$ cat src/hdl/stepper_defines.svh
`ifndef STEPPER_DEFINES_SVH
`define STEPPER_DEFINES_SVH

// Move buffer

// Number of move slots between the decoder and the DDA timer
`define MOVE_BUFFER_SIZE 2

// Slot index width
`define MOVE_INDEX_BITS $clog2(`MOVE_BUFFER_SIZE)

// API version

// Returned in the low three bytes of the reply word
`define VERSION_MAJOR 8'd0
`define VERSION_MINOR 8'd3
`define VERSION_PATCH 8'd1

// Configuration reset values

// Microstep resolution code
`define DEFAULT_MICROSTEPS 3'd2

// Coil current setting
`define DEFAULT_CURRENT 8'd140

// Step-rate prescaler, CLK cycles per DDA tick
// 40 gives 400 kHz ticks at 16 MHz
`define DEFAULT_CLOCK_DIVISOR 8'd40

// Applies to both high side and low side
`define DEFAULT_BRIDGE_INVERTING 1'b0

`endif

$ cat src/hdl/stepper_pkg.sv
package stepper_pkg;

  // Opcodes in bits 63:56 of a header word
  typedef enum logic [7:0] {
    CMD_COORDINATED_STEP = 8'h01,
    CMD_MOTOR_ENABLE     = 8'h0a,
    CMD_CLK_DIVISOR      = 8'h0f,
    CMD_MOTORCONFIG      = 8'h10,
    CMD_BRIDGEINVERT     = 8'h14,
    CMD_API_VERSION      = 8'hfe
  } cmd_e;

  // Word position inside a message
  typedef enum logic [2:0] {
    MSG_HEADER,
    MSG_DURATION,
    MSG_INCREMENT,
    MSG_INCINC,
    MSG_VERSION_READ
  } msg_state_e;

  // Step timer state
  typedef enum logic {
    DDA_IDLE,
    DDA_RUN
  } dda_state_e;

  // Motor driver configuration, 20 bits
  typedef struct packed {
    logic       enable;
    logic [2:0] microsteps;
    logic [7:0] current;
    logic       invert_highside;
    logic       invert_lowside;
    logic [5:0] spare;
  } motor_config_t;

  // One buffered move, 193 bits
  // Increment in 32.32 fixed point, steps per tick
  typedef struct packed {
    logic        [63:0] duration;
    logic signed [63:0] increment;
    logic signed [63:0] incinc;
    logic               dir;
  } move_params_t;

endpackage

$ cat src/hdl/dda_step_timer.sv
`timescale 1ns/1ps
`include "stepper_defines.svh"

module dda_step_timer
  import stepper_pkg::*;
(
  input  logic                         CLK,
  input  logic                         resetn,
  input  logic [7:0]                   clock_divisor,
  input  move_params_t                 move_buf [`MOVE_BUFFER_SIZE],
  input  logic [`MOVE_BUFFER_SIZE-1:0] stepready,
  output logic [`MOVE_BUFFER_SIZE-1:0] stepfinished,
  output logic                         step,
  output logic                         dir
);

  localparam int IDX_W = `MOVE_INDEX_BITS;
  localparam logic [IDX_W-1:0] LAST_IND = IDX_W'(`MOVE_BUFFER_SIZE - 1);

  dda_state_e         state;
  logic [7:0]         div_cnt;
  logic               tick;
  logic [IDX_W-1:0]   read_ind;
  logic               pending;
  // Active move
  logic [63:0]        duration;
  logic [63:0]        tick_cnt;
  logic signed [63:0] accum;
  logic signed [63:0] increment;
  logic signed [63:0] incinc;
  logic signed [63:0] accum_next;

  assign pending    = stepready[read_ind] != stepfinished[read_ind];
  assign accum_next = accum + increment;

  // Prescaler makes one tick every clock_divisor cycles
  always_ff @(posedge CLK) begin
    if (!resetn) begin
      div_cnt <= '0;
      tick    <= 1'b0;
    end else if (div_cnt + 8'd1 >= clock_divisor) begin
      div_cnt <= '0;
      tick    <= 1'b1;
    end else begin
      div_cnt <= div_cnt + 8'd1;
      tick    <= 1'b0;
    end
  end

  // Slot sequencing and pins
  always_ff @(posedge CLK) begin
    if (!resetn) begin
      state        <= DDA_IDLE;
      read_ind     <= '0;
      stepfinished <= '0;
      step         <= 1'b0;
      dir          <= 1'b0;
    end else begin
      step <= 1'b0;
      if (tick) begin
        case (state)
          DDA_IDLE: begin
            if (pending) begin
              dir   <= move_buf[read_ind].dir;
              state <= DDA_RUN;
            end
          end
          DDA_RUN: begin
            // One step when the integer part moves
            step <= accum_next[63:32] != accum[63:32];
            if (tick_cnt + 64'd1 >= duration) begin
              stepfinished[read_ind] <= ~stepfinished[read_ind];
              read_ind               <= (read_ind == LAST_IND) ? '0 : read_ind + 1'b1;
              state                  <= DDA_IDLE;
            end
          end
          default: state <= DDA_IDLE;
        endcase
      end
    end
  end

  // DDA datapath
  always_ff @(posedge CLK) begin
    if (tick) begin
      if (state == DDA_IDLE) begin
        if (pending) begin
          accum     <= '0;
          tick_cnt  <= '0;
          duration  <= move_buf[read_ind].duration;
          increment <= move_buf[read_ind].increment;
          incinc    <= move_buf[read_ind].incinc;
        end
      end else begin
        accum     <= accum_next;
        increment <= increment + incinc;
        tick_cnt  <= tick_cnt + 64'd1;
      end
    end
  end

  // Step pulses come only from a running move on a slot still pending
  a_step_in_run: assert property (@(posedge CLK) disable iff (!resetn)
    step |-> $past(state == DDA_RUN && pending));

endmodule

$ cat src/hdl/move_command_fsm.sv
`timescale 1ns/1ps
`include "stepper_defines.svh"

module move_command_fsm
  import stepper_pkg::*;
(
  input  logic                         CLK,
  input  logic                         resetn,
  input  logic                         word_rx,
  input  logic [63:0]                  word_rx_data,
  input  logic [63:0]                  encoder_count,
  input  logic [`MOVE_BUFFER_SIZE-1:0] stepfinished,
  output logic [63:0]                  word_tx_data,
  output motor_config_t                motor_cfg,
  output logic [7:0]                   clock_divisor,
  output move_params_t                 move_buf [`MOVE_BUFFER_SIZE],
  output logic [`MOVE_BUFFER_SIZE-1:0] stepready,
  output logic                         buffer_dtr
);

  localparam int IDX_W = `MOVE_INDEX_BITS;
  localparam logic [IDX_W-1:0] LAST_IND = IDX_W'(`MOVE_BUFFER_SIZE - 1);

  msg_state_e       state;
  cmd_e             opcode;
  logic [IDX_W-1:0] wr_ind;
  // Encoder snapshot taken at the move header
  logic [63:0]      encoder_store;
  // Any word that writes into the move buffer
  logic             move_word;

  assign opcode = cmd_e'(word_rx_data[63:56]);

  // Slot is free once the timer has caught up with it
  assign buffer_dtr = (stepready[wr_ind] == stepfinished[wr_ind]);

  assign move_word = word_rx &&
    ((state == MSG_HEADER && opcode == CMD_COORDINATED_STEP) ||
     state == MSG_DURATION || state == MSG_INCREMENT || state == MSG_INCINC);

  // Message sequencing, configuration and reply
  always_ff @(posedge CLK) begin
    if (!resetn) begin
      state                     <= MSG_HEADER;
      wr_ind                    <= '0;
      stepready                 <= '0;
      word_tx_data              <= '0;
      clock_divisor             <= `DEFAULT_CLOCK_DIVISOR;
      motor_cfg.enable          <= 1'b0;
      motor_cfg.microsteps      <= `DEFAULT_MICROSTEPS;
      motor_cfg.current         <= `DEFAULT_CURRENT;
      motor_cfg.invert_highside <= `DEFAULT_BRIDGE_INVERTING;
      motor_cfg.invert_lowside  <= `DEFAULT_BRIDGE_INVERTING;
      motor_cfg.spare           <= '0;
    end else if (word_rx) begin
      // Reply is zero unless this word prepares one
      word_tx_data <= '0;
      case (state)
        MSG_HEADER: begin
          case (opcode)
            CMD_COORDINATED_STEP: begin
              state <= MSG_DURATION;
            end
            CMD_MOTOR_ENABLE: begin
              motor_cfg.enable <= word_rx_data[0];
            end
            CMD_CLK_DIVISOR: begin
              clock_divisor <= word_rx_data[7:0];
            end
            CMD_MOTORCONFIG: begin
              motor_cfg.current    <= word_rx_data[15:8];
              motor_cfg.microsteps <= word_rx_data[2:0];
            end
            CMD_BRIDGEINVERT: begin
              motor_cfg.invert_highside <= word_rx_data[1];
              motor_cfg.invert_lowside  <= word_rx_data[0];
            end
            CMD_API_VERSION: begin
              // Goes out during the following word
              word_tx_data <= {40'b0, `VERSION_MAJOR, `VERSION_MINOR, `VERSION_PATCH};
              state        <= MSG_VERSION_READ;
            end
            // Unknown opcodes are dropped
            default: begin
            end
          endcase
        end
        MSG_DURATION: begin
          state <= MSG_INCREMENT;
        end
        MSG_INCREMENT: begin
          // Host reads it back while sending incinc
          word_tx_data <= encoder_store;
          state        <= MSG_INCINC;
        end
        MSG_INCINC: begin
          // Hand the slot to the timer
          stepready[wr_ind] <= ~stepready[wr_ind];
          wr_ind            <= (wr_ind == LAST_IND) ? '0 : wr_ind + 1'b1;
          state             <= MSG_HEADER;
        end
        MSG_VERSION_READ: begin
          // Filler word of the version read
          state <= MSG_HEADER;
        end
        default: begin
          state <= MSG_HEADER;
        end
      endcase
    end
  end

  // Move parameters and encoder snapshot
  always_ff @(posedge CLK) begin
    if (word_rx) begin
      case (state)
        MSG_HEADER: begin
          if (opcode == CMD_COORDINATED_STEP) begin
            move_buf[wr_ind].dir <= word_rx_data[0];
            encoder_store        <= encoder_count;
          end
        end
        MSG_DURATION: begin
          move_buf[wr_ind].duration <= word_rx_data;
        end
        MSG_INCREMENT: begin
          move_buf[wr_ind].increment <= word_rx_data;
        end
        MSG_INCINC: begin
          move_buf[wr_ind].incinc <= word_rx_data;
        end
        default: begin
        end
      endcase
    end
  end

  // Host flow control keeps moves out of slots still owned by the timer
  a_no_overwrite: assert property (@(posedge CLK) disable iff (!resetn)
    move_word |-> buffer_dtr);

endmodule

$ cat src/hdl/spi_word_link.sv
`timescale 1ns/1ps

module spi_word_link (
  input  logic        CLK,
  input  logic        resetn,
  input  logic        SCK,
  input  logic        CS,
  input  logic        COPI,
  output logic        CIPO,
  input  logic [63:0] word_tx_data,
  output logic        word_rx,
  output logic [63:0] word_rx_data
);

  // Two synchronizer stages plus the previous level in bit 2
  logic [2:0] sck_sync;
  logic [2:0] cs_sync;
  logic [1:0] copi_sync;

  // Registered pin events
  logic sck_rise;
  logic sck_fall;
  logic cs_fall;
  // Data bit aligned with sck_rise
  logic copi_bit;

  logic [6:0]  bit_cnt;
  logic [63:0] rx_shift;
  logic [63:0] tx_shift;

  always_ff @(posedge CLK) begin
    if (!resetn) begin
      sck_sync  <= '0;
      cs_sync   <= '1;
      copi_sync <= '0;
      sck_rise  <= 1'b0;
      sck_fall  <= 1'b0;
      cs_fall   <= 1'b0;
    end else begin
      sck_sync  <= {sck_sync[1:0], SCK};
      cs_sync   <= {cs_sync[1:0], CS};
      copi_sync <= {copi_sync[0], COPI};
      // Edge detector stage
      sck_rise  <= sck_sync[1] & ~sck_sync[2];
      sck_fall  <= ~sck_sync[1] & sck_sync[2];
      cs_fall   <= ~cs_sync[1] & cs_sync[2];
    end
  end

  always_ff @(posedge CLK) begin
    copi_bit <= copi_sync[1];
  end

  // Bit counter frames each word and idles while CS is high
  always_ff @(posedge CLK) begin
    if (!resetn) begin
      bit_cnt <= '0;
      word_rx <= 1'b0;
    end else begin
      word_rx <= 1'b0;
      if (cs_sync[1]) begin
        bit_cnt <= '0;
      end else if (sck_rise) begin
        if (bit_cnt == 7'd63) begin
          bit_cnt <= '0;
          word_rx <= 1'b1;
        end else begin
          bit_cnt <= bit_cnt + 7'd1;
        end
      end
    end
  end

  // MSB first
  always_ff @(posedge CLK) begin
    if (sck_rise && !cs_sync[1]) begin
      rx_shift <= {rx_shift[62:0], copi_bit};
    end
  end

  // Holds the word until the next rising SCK
  assign word_rx_data = rx_shift;

  // Reply latched at the start of a frame and advanced on falling SCK
  always_ff @(posedge CLK) begin
    if (!resetn) begin
      tx_shift <= '0;
    end else if (cs_fall) begin
      tx_shift <= word_tx_data;
    end else if (sck_fall && !cs_sync[1]) begin
      tx_shift <= {tx_shift[62:0], 1'b0};
    end
  end

  assign CIPO = tx_shift[63];

  // Completed word always belongs to an open CS frame
  a_rx_in_frame: assert property (@(posedge CLK) disable iff (!resetn)
    word_rx |-> !cs_sync[1]);

endmodule

$ cat src/hdl/stepper_spi_top.sv
`timescale 1ns/1ps
`include "stepper_defines.svh"

module stepper_spi_top
  import stepper_pkg::*;
(
  input  logic          CLK,
  input  logic          resetn,
  input  logic          SCK,
  input  logic          CS,
  input  logic          COPI,
  output logic          CIPO,
  input  logic [63:0]   encoder_count,
  output logic          step,
  output logic          dir,
  output logic          enable,
  output logic          buffer_dtr,
  output motor_config_t motor_cfg
);

  // SPI word interface
  logic [63:0] word_tx_data;
  logic [63:0] word_rx_data;
  logic        word_rx;

  // Decoder to timer
  logic [7:0]                   clock_divisor;
  move_params_t                 move_buf [`MOVE_BUFFER_SIZE];
  logic [`MOVE_BUFFER_SIZE-1:0] stepready;
  logic [`MOVE_BUFFER_SIZE-1:0] stepfinished;

  spi_word_link i_spi_word_link (
    .CLK          (CLK),
    .resetn       (resetn),
    .SCK          (SCK),
    .CS           (CS),
    .COPI         (COPI),
    .CIPO         (CIPO),
    .word_tx_data (word_tx_data),
    .word_rx      (word_rx),
    .word_rx_data (word_rx_data)
  );

  move_command_fsm i_move_command_fsm (
    .CLK           (CLK),
    .resetn        (resetn),
    .word_rx       (word_rx),
    .word_rx_data  (word_rx_data),
    .encoder_count (encoder_count),
    .stepfinished  (stepfinished),
    .word_tx_data  (word_tx_data),
    .motor_cfg     (motor_cfg),
    .clock_divisor (clock_divisor),
    .move_buf      (move_buf),
    .stepready     (stepready),
    .buffer_dtr    (buffer_dtr)
  );

  dda_step_timer i_dda_step_timer (
    .CLK           (CLK),
    .resetn        (resetn),
    .clock_divisor (clock_divisor),
    .move_buf      (move_buf),
    .stepready     (stepready),
    .stepfinished  (stepfinished),
    .step          (step),
    .dir           (dir)
  );

  // Driver enable pin
  assign enable = motor_cfg.enable;

endmodule

$ cat config.mk
export PLATFORM = sky130hd
export DESIGN_NAME = stepper_spi_top
export DESIGN_NICKNAME = d
export VERILOG_FILES = /design/src/hdl/stepper_pkg.sv /design/src/hdl/dda_step_timer.sv /design/src/hdl/move_command_fsm.sv /design/src/hdl/spi_word_link.sv /design/src/hdl/stepper_spi_top.sv
export VERILOG_INCLUDE_DIRS = /design/src /design/src/hdl
export SDC_FILE = /design/constraint.sdc
export NUM_CORES = 2
export LEC_CHECK = 0
export BUFFER_PORTS_ARGS = -buffer_cell sky130_fd_sc_hd__buf_2
export CAP_MARGIN = 25
export CORE_ASPECT_RATIO = 1.2
export CORE_UTILIZATION = 64
export CTS_CLUSTER_DIAMETER = 60
export DETAILED_ROUTE_END_ITERATION = 7
export GPL_TIMING_DRIVEN = 0
export PLACE_DENSITY = 0.81
export SETUP_SLACK_MARGIN = 0.02
export SYNTH_ARGS = -nofsm -noshare
export SYNTH_HDL_FRONTEND = slang
export SYNTH_SLANG_ARGS = --single-unit
$ cat constraint.sdc
create_clock -name CLK -period 46.5 [get_ports CLK]
set_clock_uncertainty 0.05 [all_clocks]
set_input_delay 9.3 -clock CLK [delete_from_list [all_inputs] [get_ports CLK]]
set_output_delay 9.3 -clock CLK [all_outputs]
set_load 0.005 [all_outputs]
## Yosys cells after proc, flatten, opt, wreduce, memory -nomap -nowiden

Index checks and enable logic that the tools add are counted.

- Add/sub/neg operators: 7
- $lt $le $gt $ge: 9
- Eq/ne operators: 15
- Multiplexer cells: 50
- Bitwise gates (word level): 13
- Reduce and logical (&&, ||, !) cells: 25

Operators by type and width:

| operator | number |
|---|---|
| 386-bit bitwise mux | 4 |
| 386-bit case mux with 4 select lines | 1 |
| 193-bit demux with 1-bit select | 4 |
| 193-bit 2-to-1 mux | 4 |
| 64-bit 2-to-1 mux | 7 |
| 386-bit 2-to-1 mux | 1 |
| 129-bit 2-to-1 mux | 1 |
| 64-bit adder | 2 |
| 64-bit case mux with 2 select lines | 1 |
| 65-bit 2-to-1 mux | 1 |
| 64-bit by 1-bit adder with 64-bit output (second input constant) | 1 |
| 64-bit >= comparator | 1 |
| 32-bit inequality test | 1 |
| 3-bit AND reduction | 9 |
| 1-bit 2-to-1 mux | 17 |
| 8-bit by 4-bit equality test with 1-bit output (second input constant) | 2 |
| 8-bit by 5-bit equality test with 1-bit output (second input constant) | 2 |
| 10-bit 2-to-1 mux | 1 |
| 3-bit case mux with 3 select lines | 1 |
| 8-bit by 1-bit adder with 8-bit output (second input constant) | 1 |
| 8-bit by 1-bit equality test with 1-bit output (second input constant) | 1 |
| 8-bit equality test (second input constant) | 1 |
| 8-bit >= comparator | 1 |
| 1-bit inverter | 8 |
| 28 further kinds | 46 |

- Bits in registers: 1025
- Bits of input ports: 69
- Output and inout port bits: 25
- Word-level logic and storage cells: 161

## Logic depth before layout (Yosys ltp)

- Word-level depth: 8
- Mapped depth: 25
- Gate-level depth less buffers: 25

## Modules after synthesis

A second synthesis with hierarchy kept.

- Cells, all modules: 4306
- Area, all modules: 51673.3 um2

By module, submodules not included:

| module | times used | cells an instance | area an instance (um2) | sequential area each (um2) |
|---|---|---|---|---|
| dda_step_timer | 1 | 2519 | 24795.0 | 9879.5 |
| move_command_fsm | 1 | 1375 | 21590.7 | 15354.7 |
| spi_word_link | 1 | 411 | 5280.1 | 3603.5 |
| stepper_spi_top | 1 | 1 | 7.5 | 0.0 |

## Worst setup path after synthesis

No wires, ideal clock.

- Kind: register to register
- Start point: reg i_move_command_fsm.state[0]
- End point: reg i_move_command_fsm.move_buf[100] (netlist name)
- Library setup time: 1.139 ns
- Arrival: 16.570 ns
- Data required time: 45.311 ns
- Setup slack: 28.741 ns
- Stages on the path, launching flop included: 4
- Buffers on the path: 1
- Cells stage by stage: dfxtp_1 -> clkbuf_1 -> nor2_1 -> nor2_1

- Word-level cells in the longest chain between the ends: 3

RTL lines:

| what | line | RTL |
|---|---|---|
| start, declared | move_command_fsm.sv:24 | `msg_state_e state;` |
| start signal, assigned | move_command_fsm.sv:44 | `state <= MSG_HEADER;` |
| start signal, assigned | move_command_fsm.sv:62 | `state <= MSG_DURATION;` |
| start signal, assigned | move_command_fsm.sv:81 | `state <= MSG_VERSION_READ;` |
| 3-bit by 2-bit equality test with 1-bit output, or another cell as far along | n/a |  |
| 4-bit nonzero test (no source line) / 2-bit inequality test (equally long branches) | n/a |  |
| 3-bit AND reduction (no source line) * | n/a |  |

Every way passes the cells marked *; elsewhere a longest branch is shown, timed or not.
A chain may end at the register's enable or synchronous reset.

## Worst setup path after layout

- Start point: reg i_move_command_fsm.wr_ind
- End point: out buffer_dtr

- Word-level cells in the longest chain between the ends: 3

RTL lines:

| what | line | RTL |
|---|---|---|
| start, declared | move_command_fsm.sv:26 | `logic [IDX_W-1:0] wr_ind;` |
| start signal, assigned | move_command_fsm.sv:99 | `wr_ind <= (wr_ind == LAST_IND) ? '0 : wr_ind + 1'b1;` |
| 1-bit 2-to-1 mux (not written as such) (2 in series) | move_command_fsm.sv:35 | `assign buffer_dtr = (stepready[wr_ind] == stepfinished[wr_ind]);` |
| 1-bit equality test * | move_command_fsm.sv:35 |  |
| end, declared | stepper_spi_top.sv:17 | `output logic buffer_dtr,` |

Every way passes the cells marked *; elsewhere a longest branch is shown, timed or not. The select of a mux whose other input is x is not followed.

==> impl_metrics.yaml <==
outcome:
  outcome: "finished clean"
global_routing:
  antenna_found_initial: 1
  grt_max_degree: 59
  overflow: 0
  first_global_vias: 35400
  grt_pass1_wl_um: 202000
  grt_usage: 0.324
final_layout:
  post-route-util: 0.722
  nets: 4803
  fillers: 5330
  fin_cells: 5649
  area_delta_synth_final_pct: 11.5
  drive_gt1_frac: 0.104
  final_area_mm2: 0.0571
worst_setup_path:
  cp.required_ns: 37.15
  arrival_ns: 1.79
  criticalPathCategory: "register to output port"
  path_cells: "clkbuf_1 > nand2_1 > o21ai_0 > buf_2"
  cpLargestDelayFamily: "buffers and inverters"
  endpoint_kind: "output port"
  slowest_delay_ns: 0.37
  worst-path-buf-inv: 2
  startpoint_type: "register"
  slowest_stage: "dfxtp_1"
  cp_max_fo: 10
floorplanning:
  row_count: 113
  io_pins: 94
  fp.dieW_um: 260
  start_util: 0.647
  die-area_mm2: 0.0812
  design.core.area_mm2: 0.0792
  fp.dieH_um: 312
route:
  drc_errors: 0
  routed_wl_um: 132000
  drtAntennaViolNets: 0
  first_pass_iters: 6
  wl_per_cell_um: 23.5
  drtIter0Drc: 3652
  via_per_inst: 6.41
  vias: 36200
clock_network:
  cts_made_buffers: 99
  cts_tree: "yes"
  clock-sinks: 1024
  clock-root-buffer: "clkbuf_16"
  cts_resized: 0
  clk_latency_ns: 0.69
  clockBufferDepth: 3
  postCtsSetupBuffers: 0
  cts.clk_slew.worst_paths_ns: 0.06
  htree_levels: 3
  postCtsHoldBufs: 0
placed_design:
  placed_cell_area_mm2: 0.0538
  dpl.hpwl_um: 95100
  io_buffers: 86
  routabilityCongestion: 0.979
  numPlacedInstances: 5463
sta:
  setup_viol: 0
  rsz0062_at_grt: "false"
  period_minus_slack_ns: 11.14
  finalCritPeriodShare: 0.239
  hold_violations: 0
  setup_tns_ns: 0
  relSlewSlack: 0.247
  fmax_ghz: 0.0898
  worst_pin_slew_ns: 1.13
  slew_viol_final: 0
power:
  p_leak_uw: 0.0206
  irDropWorstVdd_v: 0.0000344
  powerDensity_mw_per_mm2: 32.3
logic_synthesis:
  synth-edff-count: 833
  yosysUniqueCellTypes: 91
  synth_area_leaders: "edfxtp_1, dfxtp_1, a22o_1"
  synth_cells: 4292
  ys_ff_latch: 1024
  yosysSeqAreaShare: 0.563
  synthFlopType: "edfxtp_1"
  synth_top_area_frac: 0.488
  synth.avg_cell_area_um2: 11.9
  syn_area_mm2: 0.0512
  yosys_warnings: 0
  yosys.area.top_type: "edfxtp_1"
  async_reset_ff_frac: 0
flow_run:
  cap_violations: 0
hold_path:
  worstHoldPathType: "register to register"
## final cells by class
class | instances | area, µm² | share of cell area
well taps | 1035 | 1290 | 0.0227
inverters | 135 | 507 | 0.00887
clock inverters | 54 | 503 | 0.00880
diodes | 2 | 5.00 | 0.0000876
clock buffers | 128 | 2770 | 0.0485
multi-input cells | 2876 | 20900 | 0.366
plain buffers | 262 | 1040 | 0.0182
flip-flops and latches | 1024 | 28800 | 0.505
repair buffers | 133 | 1240 | 0.0218
## layout by cell type (no fill, tap or decap), types with 108 or more instances in the layout
cell	n
mux2_2	136
o21ai_0	219
nor2b_1	108
nand2_1	279
edfxtp_1	833
a22o_1	385
xnor2_1	134
clkbuf_1	233
inv_1	134
a21oi_1	189
dfxtp_1	191
and2_1	157
mux2i_1	136
nor2_1	160
ha_1	201
## state kept, by name (all words and copies together), names as in the netlist, 3 cells and up
signal,flops
i_spi_word_link.cs_sync,3
i_move_command_fsm.motor_cfg,14
i_spi_word_link.tx_shift,64
i_spi_word_link.bit_cnt,7
i_spi_word_link.sck_sync,3
i_move_command_fsm.state,3
i_move_command_fsm.word_tx_data,64
i_spi_word_link.word_rx_data,64
i_dda_step_timer.div_cnt,8
i_dda_step_timer.increment,64
i_dda_step_timer.incinc,64
i_dda_step_timer.tick_cnt,64
i_dda_step_timer.accum,63
i_dda_step_timer.duration,64
i_move_command_fsm.clock_divisor,8
i_move_command_fsm.move_buf,386
i_move_command_fsm.encoder_store,64
## cells in the mapped netlist (6+ instances only)
master / instances
nor3_1: 42
a31oi_1: 17
and4_1: 9
dfxtp_1: 191
nor4_1: 13
nand3_1: 77
a22oi_1: 68
o221ai_1: 7
buf_4: 7
ha_1: 201
o211ai_1: 18
nor2b_1: 108
o21ai_1: 10
mux2i_1: 136
and2_1: 157
buf_1: 18
nand2_1: 280
nand2b_1: 29
clkbuf_1: 217
mux2_2: 136
buf_2: 18
o22ai_1: 8
o31ai_1: 9
nor2_1: 166
nand3b_1: 6
inv_1: 134
o21ai_0: 219
and3_1: 28
a21o_1: 81
a21boi_0: 8
a211oi_1: 32
a22o_1: 385
a21oi_1: 189
nand4_1: 70
o21a_1: 12
edfxtp_1: 833
xor2_1: 76
xnor2_1: 134
o21bai_1: 28
or3_1: 14
## routing by layer
metal  up-vias  wire, µm  part of all wire  global-route usage
met5         -        10          0.000075                   0
met4         2      6410             0.048               0.155
met3       317     11000             0.083              0.0535
met2      1700     63500              0.48               0.533
met1     17500     51500              0.39               0.420
li1      16700         -                 -                   -
## worst register-to-register path, delay by kind of cell (launching register included)
kind                       cells  cell delay, ns
DFF                            1            0.52
xor gates and xnor gates       1            0.15
buffers and inverters          2            0.43
AOI/OAI and AO/OA              5            1.56
and+or+nand+nor               16            4.69
adders and majority gates      2            0.61
## through the flow
stage | setup slack, ns | power [µW] | hold WS [ns]
floorplan | 28.74 | 1030 | 0.260
global placement | 22.88 | 1040 | 0.262
detailed placement | 35.16 | 1040 | 0.288
CTS | 35.39 | 1840 | 0.293
global route | 35.28 | 1880 | 0.301
finish | 35.36 | 1840 | 0.292
## cell families (layout without fill, tap and decap cells)
| logic type | Yosys count | count (layout) | synth area share |
|---|---|---|---|
| AO/OA/AOI/OAI | 1153 | 1153 | 0.160 |
| AND/OR/NAND/NOR | 1028 | 1028 | 0.103 |
| flip-flops | 1024 | 1024 | 0.563 |
| buffers and inverters | 397 | 712 | 0.0302 |
| multiplexers | 273 | 273 | 0.0567 |
| XOR/XNOR | 213 | 213 | 0.0372 |
| adder cells (fa/ha/maj) | 203 | 203 | 0.0499 |
| other | 1 | 8 | 0.0000732 |
## path summary, 6_finish.rpt
path / startpoint / end / slack [ns] / cells after the start
max: i_move_command_fsm.wr_ind$_SDFFE_PN0P_ / buffer_dtr / 35.36 / 4
min: i_spi_word_link.copi_sync[1]$_SDFF_PN0_ / i_spi_word_link.copi_bit$_DFF_P_ / 0.29 / 0
max reg2reg: i_dda_step_timer.tick_cnt[0]$_SDFFCE_PN0P_ / i_dda_step_timer.stepfinished[0]$_SDFFE_PN0P_ / 38.44 / 26
min reg2reg: i_spi_word_link.copi_sync[1]$_SDFF_PN0_ / i_spi_word_link.copi_bit$_DFF_P_ / 0.29 / 0
## power breakdown
part / internal, µW / leakage (µW) / total, µW / switching (µW)
Sequential: 983 / 0.00899 / 985 / 1.04
Combinational: 17.3 / 0.0100 / 41.0 / 23.8
Clock: 461 / 0.00160 / 818 / 357
Total: 1460 / 0.0206 / 1840 / 381
Note: power is estimated with default switching activity, not from simulation.
